File: src/logic/mipsPkg.sv
package mipsPkg;

    // opcodes
    localparam logic [5:0] OP_RTYPE = 6'b000000;
    localparam logic [5:0] OP_J     = 6'b000010;
    localparam logic [5:0] OP_BEQ   = 6'b000100;
    localparam logic [5:0] OP_BNE   = 6'b000101;
    localparam logic [5:0] OP_BLEZ  = 6'b000110;
    localparam logic [5:0] OP_BGTZ  = 6'b000111;
    localparam logic [5:0] OP_ADDI  = 6'b001000;
    localparam logic [5:0] OP_ADDIU = 6'b001001;
    localparam logic [5:0] OP_ANDI  = 6'b001100;
    localparam logic [5:0] OP_ORI   = 6'b001101;
    localparam logic [5:0] OP_XORI  = 6'b001110;
    localparam logic [5:0] OP_LW    = 6'b100011;
    localparam logic [5:0] OP_SW    = 6'b101011;

    // function field of register instructions
    localparam logic [5:0] FN_SLLV = 6'b000100;
    localparam logic [5:0] FN_SRLV = 6'b000110;
    localparam logic [5:0] FN_SRAV = 6'b000111;
    localparam logic [5:0] FN_JR   = 6'b001000;
    localparam logic [5:0] FN_ADD  = 6'b100000;
    localparam logic [5:0] FN_ADDU = 6'b100001;
    localparam logic [5:0] FN_SUB  = 6'b100010;
    localparam logic [5:0] FN_SUBU = 6'b100011;
    localparam logic [5:0] FN_AND  = 6'b100100;
    localparam logic [5:0] FN_OR   = 6'b100101;
    localparam logic [5:0] FN_XOR  = 6'b100110;
    localparam logic [5:0] FN_NOR  = 6'b100111;

    localparam logic [2:0] ALU_AND = 3'b000;
    localparam logic [2:0] ALU_OR  = 3'b001;
    localparam logic [2:0] ALU_ADD = 3'b010;
    localparam logic [2:0] ALU_XOR = 3'b101;
    localparam logic [2:0] ALU_NOR = 3'b100;
    localparam logic [2:0] ALU_SUB = 3'b110;

    localparam logic [1:0] SH_SLL = 2'b10;
    localparam logic [1:0] SH_SRL = 2'b00;
    localparam logic [1:0] SH_SRA = 2'b01;

    localparam logic [2:0] CMP_EQ  = 3'b000;
    localparam logic [2:0] CMP_NE  = 3'b101;
    localparam logic [2:0] CMP_LEZ = 3'b010;
    localparam logic [2:0] CMP_GTZ = 3'b011;

    localparam logic [1:0] PC_NEXT = 2'b00;
    localparam logic [1:0] PC_REG  = 2'b01;
    localparam logic [1:0] PC_JUMP = 2'b10;

    localparam logic [1:0] BR_NONE   = 2'b00;
    localparam logic [1:0] BR_BRANCH = 2'b10;
    localparam logic [1:0] BR_JUMP   = 2'b01;

    localparam logic [31:0] RESET_PC = 32'h0000_0000;

    // instruction layouts
    typedef struct packed {
        logic [5:0] op;
        logic [4:0] rs;
        logic [4:0] rt;
        logic [4:0] rd;
        logic [4:0] shamt;
        logic [5:0] fn;
    } regLayout;

    typedef struct packed {
        logic [5:0]  op;
        logic [4:0]  rs;
        logic [4:0]  rt;
        logic [15:0] imm;
    } immLayout;

    typedef struct packed {
        logic [5:0]  op;
        logic [25:0] target;
    } jumpLayout;

    typedef union packed {
        regLayout  r;
        immLayout  i;
        jumpLayout j;
    } instrWord;

endpackage

File: src/logic/control.sv
`timescale 1ns/1ps

module control import mipsPkg::*; (
    input  logic [5:0] op,
    input  logic [5:0] fn,
    output logic       selWSource,
    output logic       selRegDest,
    output logic       writeReg,
    output logic       writeOv,
    output logic       selImRegB,
    output logic       selAluShift,
    output logic [2:0] aluOp,
    output logic [1:0] shiftOp,
    output logic       readMem,
    output logic       writeMem,
    output logic [1:0] selBrJumpZ,
    output logic [1:0] selPcType,
    output logic [2:0] compOp,
    output logic       unsig
);

    logic [20:0] ctrl;

    assign selImRegB   = ctrl[20];
    assign selBrJumpZ  = ctrl[19:18];
    assign selRegDest  = ctrl[17];
    assign selWSource  = ctrl[16];
    assign writeReg    = ctrl[15];
    assign writeOv     = ctrl[14];
    assign unsig       = ctrl[13];
    assign shiftOp     = ctrl[12:11];
    assign aluOp       = ctrl[10:8];
    assign selAluShift = ctrl[7];
    assign compOp      = ctrl[6:4];
    assign selPcType   = ctrl[3:2];
    assign readMem     = ctrl[1];
    assign writeMem    = ctrl[0];

    // row layout: imB, brJump, {regDest wSrc wReg wOv unsig}, shift, alu,
    // aluShift, compare, pcType, {readMem writeMem}
    always_comb begin
        casez ({op, fn})
            {OP_RTYPE, FN_SLLV}:
                ctrl = {1'b0, BR_NONE, 5'b10110, SH_SLL, 3'd0, 1'b1, 3'd0, PC_NEXT, 2'b00};
            {OP_RTYPE, FN_SRLV}:
                ctrl = {1'b0, BR_NONE, 5'b10110, SH_SRL, 3'd0, 1'b1, 3'd0, PC_NEXT, 2'b00};
            {OP_RTYPE, FN_SRAV}:
                ctrl = {1'b0, BR_NONE, 5'b10110, SH_SRA, 3'd0, 1'b1, 3'd0, PC_NEXT, 2'b00};
            {OP_RTYPE, FN_JR}:
                ctrl = {1'b0, BR_JUMP, 5'b00000, 2'd0, 3'd0, 1'b0, 3'd0, PC_REG, 2'b00};
            // signed forms leave wOv low so overflow blocks the write
            {OP_RTYPE, FN_ADD}:
                ctrl = {1'b0, BR_NONE, 5'b10100, 2'd0, ALU_ADD, 1'b0, 3'd0, PC_NEXT, 2'b00};
            {OP_RTYPE, FN_ADDU}:
                ctrl = {1'b0, BR_NONE, 5'b10111, 2'd0, ALU_ADD, 1'b0, 3'd0, PC_NEXT, 2'b00};
            {OP_RTYPE, FN_SUB}:
                ctrl = {1'b0, BR_NONE, 5'b10100, 2'd0, ALU_SUB, 1'b0, 3'd0, PC_NEXT, 2'b00};
            {OP_RTYPE, FN_SUBU}:
                ctrl = {1'b0, BR_NONE, 5'b10111, 2'd0, ALU_SUB, 1'b0, 3'd0, PC_NEXT, 2'b00};
            {OP_RTYPE, FN_AND}:
                ctrl = {1'b0, BR_NONE, 5'b10110, 2'd0, ALU_AND, 1'b0, 3'd0, PC_NEXT, 2'b00};
            {OP_RTYPE, FN_OR}:
                ctrl = {1'b0, BR_NONE, 5'b10110, 2'd0, ALU_OR, 1'b0, 3'd0, PC_NEXT, 2'b00};
            {OP_RTYPE, FN_XOR}:
                ctrl = {1'b0, BR_NONE, 5'b10110, 2'd0, ALU_XOR, 1'b0, 3'd0, PC_NEXT, 2'b00};
            {OP_RTYPE, FN_NOR}:
                ctrl = {1'b0, BR_NONE, 5'b10110, 2'd0, ALU_NOR, 1'b0, 3'd0, PC_NEXT, 2'b00};
            {OP_J, 6'b??????}:
                ctrl = {1'b0, BR_JUMP, 5'b00000, 2'd0, 3'd0, 1'b0, 3'd0, PC_JUMP, 2'b00};
            {OP_BEQ, 6'b??????}:
                ctrl = {1'b0, BR_BRANCH, 5'b00000, 2'd0, 3'd0, 1'b0, CMP_EQ, PC_NEXT, 2'b00};
            {OP_BNE, 6'b??????}:
                ctrl = {1'b0, BR_BRANCH, 5'b00000, 2'd0, 3'd0, 1'b0, CMP_NE, PC_NEXT, 2'b00};
            {OP_BLEZ, 6'b??????}:
                ctrl = {1'b0, BR_BRANCH, 5'b00000, 2'd0, 3'd0, 1'b0, CMP_LEZ, PC_NEXT, 2'b00};
            {OP_BGTZ, 6'b??????}:
                ctrl = {1'b0, BR_BRANCH, 5'b00000, 2'd0, 3'd0, 1'b0, CMP_GTZ, PC_NEXT, 2'b00};
            {OP_ADDI, 6'b??????}:
                ctrl = {1'b1, BR_NONE, 5'b00100, 2'd0, ALU_ADD, 1'b0, 3'd0, PC_NEXT, 2'b00};
            {OP_ADDIU, 6'b??????}:
                ctrl = {1'b1, BR_NONE, 5'b00111, 2'd0, ALU_ADD, 1'b0, 3'd0, PC_NEXT, 2'b00};
            // logic immediates set unsig, which selects zero extension
            {OP_ANDI, 6'b??????}:
                ctrl = {1'b1, BR_NONE, 5'b00111, 2'd0, ALU_AND, 1'b0, 3'd0, PC_NEXT, 2'b00};
            {OP_ORI, 6'b??????}:
                ctrl = {1'b1, BR_NONE, 5'b00111, 2'd0, ALU_OR, 1'b0, 3'd0, PC_NEXT, 2'b00};
            {OP_XORI, 6'b??????}:
                ctrl = {1'b1, BR_NONE, 5'b00111, 2'd0, ALU_XOR, 1'b0, 3'd0, PC_NEXT, 2'b00};
            {OP_LW, 6'b??????}:
                ctrl = {1'b1, BR_NONE, 5'b01110, 2'd0, ALU_ADD, 1'b0, 3'd0, PC_NEXT, 2'b10};
            {OP_SW, 6'b??????}:
                ctrl = {1'b1, BR_NONE, 5'b00000, 2'd0, ALU_ADD, 1'b0, 3'd0, PC_NEXT, 2'b01};
            default:
                ctrl = '0;
        endcase
    end

endmodule

File: src/logic/regFile.sv
`timescale 1ns/1ps

module regFile (
    input  logic        clk,
    input  logic        rst,
    input  logic [4:0]  rdAddrA,
    input  logic [4:0]  rdAddrB,
    input  logic [4:0]  wrAddr,
    input  logic [31:0] wrData,
    input  logic        we,
    output logic [31:0] rdDataA,
    output logic [31:0] rdDataB
);

    // register zero has no storage
    logic [31:0] regs [31:1];

    always_ff @(posedge clk) begin
        if (rst) begin
            for (int i = 1; i < 32; i++) begin
                regs[i] <= '0;
            end
        end else if (we && wrAddr != 5'd0) begin
            regs[wrAddr] <= wrData;
        end
    end

    // reads see the value before this cycle's write
    always_comb begin
        if (rdAddrA == 5'd0) begin
            rdDataA = '0;
        end else begin
            rdDataA = regs[rdAddrA];
        end
    end

    always_comb begin
        if (rdAddrB == 5'd0) begin
            rdDataB = '0;
        end else begin
            rdDataB = regs[rdAddrB];
        end
    end

endmodule

File: src/logic/alu.sv
`timescale 1ns/1ps

module alu import mipsPkg::*; (
    input  logic [31:0] a,
    input  logic [31:0] b,
    input  logic [4:0]  shamtSrc,
    input  logic [2:0]  aluOp,
    input  logic [1:0]  shiftOp,
    input  logic        selAluShift,
    input  logic        unsig,
    output logic [31:0] result,
    output logic        overflow
);

    logic        isSub;
    logic        isArith;
    logic [31:0] bOperand;
    logic [31:0] sum;
    logic [31:0] logicResult;
    logic [31:0] shiftResult;
    logic        signedOv;

    assign isSub    = (aluOp == ALU_SUB);
    assign isArith  = (aluOp == ALU_ADD) || isSub;

    // subtract as a plus inverted b plus one
    assign bOperand = isSub ? ~b : b;
    assign sum      = a + bOperand + {31'd0, isSub};

    // same operand signs but a different result sign
    assign signedOv = (a[31] == bOperand[31]) && (sum[31] != a[31]);

    always_comb begin
        case (aluOp)
            ALU_AND: logicResult = a & b;
            ALU_OR:  logicResult = a | b;
            ALU_XOR: logicResult = a ^ b;
            ALU_NOR: logicResult = ~(a | b);
            ALU_ADD: logicResult = sum;
            ALU_SUB: logicResult = sum;
            default: logicResult = '0;
        endcase
    end

    always_comb begin
        case (shiftOp)
            SH_SLL:  shiftResult = b << shamtSrc;
            SH_SRL:  shiftResult = b >> shamtSrc;
            SH_SRA:  shiftResult = $signed(b) >>> shamtSrc;
            default: shiftResult = '0;
        endcase
    end

    assign result   = selAluShift ? shiftResult : logicResult;
    assign overflow = signedOv && isArith && !selAluShift && !unsig;

endmodule

File: src/logic/branchCompare.sv
`timescale 1ns/1ps

module branchCompare import mipsPkg::*; (
    input  logic [31:0] a,
    input  logic [31:0] b,
    input  logic [2:0]  compOp,
    output logic        taken
);

    logic isZero;
    logic isNeg;

    assign isZero = (a == 32'd0);
    assign isNeg  = a[31];

    // b only matters for the equality tests
    always_comb begin
        case (compOp)
            CMP_EQ:  taken = (a == b);
            CMP_NE:  taken = (a != b);
            CMP_LEZ: taken = isNeg || isZero;
            CMP_GTZ: taken = !isNeg && !isZero;
            default: taken = 1'b0;
        endcase
    end

endmodule

File: src/logic/cpuCore.sv
`timescale 1ns/1ps

module cpuCore import mipsPkg::*; (
    input  logic        clk,
    input  logic        rst,
    input  logic [31:0] instr,
    input  logic [31:0] dataRdData,
    output logic [31:0] instrAddr,
    output logic [31:0] dataAddr,
    output logic [31:0] dataWrData,
    output logic        dataWe,
    output logic        dataRe
);

    logic [31:0] pc;
    logic [31:0] pcNext;
    logic [31:0] pcPlus4;
    logic [31:0] branchTarget;
    logic [31:0] jumpTarget;
    instrWord    ir;

    logic        selWSource;
    logic        selRegDest;
    logic        writeReg;
    logic        writeOv;
    logic        selImRegB;
    logic        selAluShift;
    logic [2:0]  aluOp;
    logic [1:0]  shiftOp;
    logic        readMem;
    logic        writeMem;
    logic [1:0]  selBrJumpZ;
    logic [1:0]  selPcType;
    logic [2:0]  compOp;
    logic        unsig;

    logic [4:0]  wrAddr;
    logic [31:0] wrData;
    logic        regWe;
    logic [31:0] rdDataA;
    logic [31:0] rdDataB;
    logic [31:0] immExt;
    logic        zeroExt;
    logic [31:0] aluB;
    logic [31:0] aluResult;
    logic        overflow;
    logic        taken;

    assign ir = instr;

    control control_i (
        .op(ir.r.op),
        .fn(ir.r.fn),
        .selWSource(selWSource),
        .selRegDest(selRegDest),
        .writeReg(writeReg),
        .writeOv(writeOv),
        .selImRegB(selImRegB),
        .selAluShift(selAluShift),
        .aluOp(aluOp),
        .shiftOp(shiftOp),
        .readMem(readMem),
        .writeMem(writeMem),
        .selBrJumpZ(selBrJumpZ),
        .selPcType(selPcType),
        .compOp(compOp),
        .unsig(unsig)
    );

    assign wrAddr = selRegDest ? ir.r.rd : ir.r.rt;
    assign wrData = selWSource ? dataRdData : aluResult;
    assign regWe  = writeReg && (writeOv || !overflow);

    regFile regFile_i (
        .clk(clk),
        .rst(rst),
        .rdAddrA(ir.r.rs),
        .rdAddrB(ir.r.rt),
        .wrAddr(wrAddr),
        .wrData(wrData),
        .we(regWe),
        .rdDataA(rdDataA),
        .rdDataB(rdDataB)
    );

    // addiu is unsigned only for overflow and still sign-extends
    assign zeroExt = unsig && (aluOp != ALU_ADD);
    assign immExt  = zeroExt ? {16'd0, ir.i.imm} : {{16{ir.i.imm[15]}}, ir.i.imm};
    assign aluB    = selImRegB ? immExt : rdDataB;

    alu alu_i (
        .a(rdDataA),
        .b(aluB),
        .shamtSrc(rdDataA[4:0]),
        .aluOp(aluOp),
        .shiftOp(shiftOp),
        .selAluShift(selAluShift),
        .unsig(unsig),
        .result(aluResult),
        .overflow(overflow)
    );

    branchCompare branchCompare_i (
        .a(rdDataA),
        .b(rdDataB),
        .compOp(compOp),
        .taken(taken)
    );

    assign pcPlus4      = pc + 32'd4;
    assign branchTarget = pcPlus4 + {immExt[29:0], 2'b00};
    assign jumpTarget   = {pcPlus4[31:28], ir.j.target, 2'b00};

    always_comb begin
        pcNext = pcPlus4;
        if (selBrJumpZ == BR_BRANCH && taken) begin
            pcNext = branchTarget;
        end else if (selBrJumpZ == BR_JUMP) begin
            case (selPcType)
                PC_REG:  pcNext = rdDataA;
                PC_JUMP: pcNext = jumpTarget;
                default: pcNext = pcPlus4;
            endcase
        end
    end

    always_ff @(posedge clk) begin
        if (rst) begin
            pc <= RESET_PC;
        end else begin
            pc <= pcNext;
        end
    end

    assign instrAddr  = pc;
    assign dataAddr   = aluResult;
    assign dataWrData = rdDataB;
    assign dataWe     = writeMem;
    assign dataRe     = readMem;

endmodule

File: config.mk
export PLATFORM = sky130hd
export DESIGN_NAME = cpuCore
export DESIGN_NICKNAME = d
export VERILOG_FILES = /design/src/logic/mipsPkg.sv /design/src/logic/control.sv /design/src/logic/regFile.sv /design/src/logic/alu.sv /design/src/logic/branchCompare.sv /design/src/logic/cpuCore.sv
export SDC_FILE = /design/constraint.sdc
export NUM_CORES = 2
export LEC_CHECK = 0
export BUFFER_PORTS_ARGS = -buffer_cell sky130_fd_sc_hd__buf_2
export CAP_MARGIN = 10
export CORE_ASPECT_RATIO = 1.1
export CORE_MARGIN = 2
export CORE_UTILIZATION = 25
export CTS_BUF_LIST = sky130_fd_sc_hd__clkbuf_8
export DETAILED_ROUTE_END_ITERATION = 8
export GPL_TIMING_DRIVEN = 0
export MAX_ROUTING_LAYER = met4
export PLACE_DENSITY = 0.42
export SETUP_SLACK_MARGIN = 0.05
export SLEW_MARGIN = 40
export SYNTH_ARGS = -nofsm -noshare
export SYNTH_HDL_FRONTEND = slang
export SYNTH_SLANG_ARGS = --single-unit
export TNS_END_PERCENT = 1
File: constraint.sdc
create_clock -name clk -period 7.3 [get_ports clk]
set_input_delay 0.73 -clock clk [delete_from_list [all_inputs] [get_ports clk]]
set_output_delay 0.73 -clock clk [all_outputs]
set_load 0.01 [all_outputs]
==> flow_summary.json <==
{
  "finalCriticalPeriod_ps": 7459,
  "synth_simple_gate_area_share_pct": 13.06,
  "power_density_nw_per_um2": 213.2,
  "htree_levels": 4,
  "irDropWorstVdd_mv": 0.2066,
  "core-area_um2": 275000,
  "ys_ff_latch": 1056,
  "synth_xor_xnor_area_share_pct": 1.663,
  "drt_iter0_drc": 10450,
  "antenna_found_initial": 38,
  "synth-edff-count": 1024,
  "syn_avg_cell_area_um2": 11.52,
  "num_rows": 202,
  "synthTopCellsByArea": "edfxtp_1 (45%), mux4_2 (14%), nor2_1 (6.1%), mux2i_1 (3.1%), ha_1 (2.3%)",
  "grt_pass1_wl_um": 605900,
  "ioPinCount": 164,
  "avgViaCountPerCell": 6.128,
  "status": "complete, but fails checks",
  "hold_path.class": "input pin to flip-flop",
  "hold_viol": 0,
  "gp_congestion": 1.062,
  "dr.max_layer_used": "met4",
  "fp.dieH_um": 555.0,
  "critPathSlowestCell": "a211oi_4",
  "multi_input_area_um2": 35990,
  "wire_per_inst_um": 44.72,
  "ys_warn_count": 0,
  "drt-total-wl_um": 473000,
  "layout_setup_ws_ps": -159.4,
  "cts_tree": "built",
  "grt_overflow_total": 0,
  "critical-path-top-delay-family": "compound AO/OA/AOI/OAI gates",
  "grt_max_degree": 24,
  "setup_violations": 93,
  "synth_most_common_cell": "nor2_1",
  "vias": 64810,
  "track_usage_pct": 33.55,
  "area_delta_synth_final_pct": 23.96,
  "start_util_pct": 25.10,
  "yosysTopAreaCell": "edfxtp_1",
  "fillers": 28470,
  "synth_commonest_cells": "nor2_1 (1118), edfxtp_1 (1024), mux4_2 (434)",
  "worst_slew_pin_slew_ps": 1037,
  "fin_tns_setup_ps": -3625,
  "cp_max_fo": 11,
  "synthAdderAreaFrac_pct": 2.361,
  "worstPathArrival_ps": 6730,
  "async_reset_ff_share_pct": 0,
  "ys.flop_type": "edfxtp_1",
  "clkLatencyLatePin_ps": 1060,
  "yosysSeqAreaShare_pct": 45.49,
  "synth_cell_types": 119,
  "rsz0062_at_grt": "true",
  "cts_hold_buffers": 0,
  "clock_skew_ps": 61.32,
  "slew_viol_final": 0,
  "clock.fmax_mhz": 134.1,
  "synth_cells": 5988,
  "port_buffers": 160,
  "syn_area_um2": 69010,
  "critPathKind": "input pin to primary output",
  "drc": 0,
  "wl_met2_um": 204200,
  "maxSlewHeadroom_pct": 30.31,
  "seqCellArea_um2": 31390,
  "place_hpwl_um": 358500,
  "root_buffer": "clkbuf_8",
  "die_w_um": 505.0,
  "drive_gt1_share_pct": 30.89,
  "path_clk_slew_ps": 50,
  "max_cap_viol_count": 0,
  "critPathBufInv": 10,
  "dp.cells": 10000,
  "numClockSinks": 1056,
  "stdcell_count": 10580,
  "synth_top_area_share_pct": 44.56,
  "muxShareOfSynthArea_pct": 19.58,
  "firstDrtPassIters": 6,
  "synth-compound-area-share_pct": 12.42,
  "start_kind": "input pin",
  "violations": "setup timing",
  "cp_common_cell": "buf_6",
  "wl_met1_um": 171700,
  "worst_ep_required_time_ps": 6570,
  "fin_nets": 6919,
  "leakage_nw": 31.31,
  "crit_path_end_kind": "primary output",
  "synth_top_family_by_area": "multiplexers",
  "grt_pass1_vias": 60930,
  "max_stage_delay_ps": 570,
  "drtAntennaViolNets": 0,
  "fin_crit_sh_pct": 102.2,
  "path_cells": "buf_8 > buf_12 > buf_16 > buf_16 > mux4_2 > a22oi_2 > nand2_2 > a32oi_4 > buf_6 > inv_1 > buf_4 > buf_4 > buf_6 > ha_4 > o21a_1 > o31a_1 > o21ai_2 > a32oi_4 > a31o_4 > a21oi_2 > o21ai_0 > a211oi_4 > a31oi_4 > buf_6",
  "cts_made_buffers": 193,
  "dr_wl_met3_um": 54380,
  "cts_max_path_buffers": 3,
  "die-area_um2": 280300
}
[per-layer routing]
metal | GRT usage (%) | vias to the layer above
met5 | - | -
met4 | 24.79 | 0
met3 | 10.03 | 1501
met2 | 48.93 | 5196
met1 | 39.00 | 33440
li1 | - | 24670
[report_power, final]
part           leakage (nW)  internal, W  total (W)  switching, W
sequential             10.8      0.00686    0.00698      0.000124
clock                  2.06      0.00258    0.00547       0.00289
combinational          18.4      0.00178    0.00579       0.00401
[what timing repair did]
action                                  4_1_cts  5_1_grt
cloned                                        0        1
endpoints found under the setup margin     2045     1249
gates resized for setup                     313      227
setup buffers                                69      131
pin swaps                                    54       63
[worst paths after layout]
path | start | to | slack, ps | cells past startpoint
max | instr[21] | dataAddr[20] | -160 | 24
max reg2reg | regFile_i.regs[15][3] | regFile_i.regs[18][7] | 10 | 25
min | instr[0] | instrAddr[2] | 170 | 4
min reg2reg | instrAddr[1] | instrAddr[1] | 540 | 2
[cell usage in the layout, fill, tap and decap left out, types with 91 or more instances in the layout]
cell type	n
inv_1	212
nand4_1	91
nand2_1	265
mux2i_1	205
o21ai_0	115
ha_1	120
edfxtp_1	1024
mux4_2	434
nor3_1	119
buf_4	274
a21oi_1	210
a22oi_1	112
clkbuf_8	195
nor2_1	1100
buf_2	374
[state kept, by name, summed over array words and instances (netlist names)]
signal / flops
instrAddr: 32
regFile_i.regs: 1024
[area by class of cell]
class | instances | share of cell area, %
antenna | 37 | 0.1082
sequential | 1056 | 36.69
clock inverter | 145 | 0.8893
multi-input combinational | 4235 | 42.07
buffer | 573 | 5.131
clock buffer | 193 | 3.105
inverter | 147 | 0.6655
tap | 3672 | 5.371
timing repair buffer | 518 | 5.962
[cells by family (layout without fill, tap and decap cells)]
logic type / Yosys count / after routing
and+or+nand+nor: 2009 / 2009
AOI/OAI and AO/OA: 1181 / 1181
DFF: 1056 / 1056
muxes: 753 / 753
buffers and inverters: 728 / 1576
xor gates and xnor gates: 131 / 131
adders and majority gates: 129 / 129
other: 1 / 69
[through the flow]
stage	instance area, um^2	hold slack (ps)	power (W)	util (%)	setup slack [ps]
global route	85520	204.2	0.01845	31.10	-25.07
floorplan	69130	524.0	0.009597	-	384.4
global placement	74520	531.2	0.01199	27.10	-7306
detailed placement	78120	517.7	0.01221	28.41	-4099
finish	85550	171.1	0.01824	31.11	-159.4
CTS	83450	113.4	0.01775	30.35	-300.0
[tightest hold or removal path: cells and delay by family]
family	cells	cell delay, ps
buffers and inverters	1	100
multiplexers	1	130
AND/OR/NAND/NOR	1	50
adder cells (fa/ha/maj)	1	130
(Power assumes the default switching activity.)
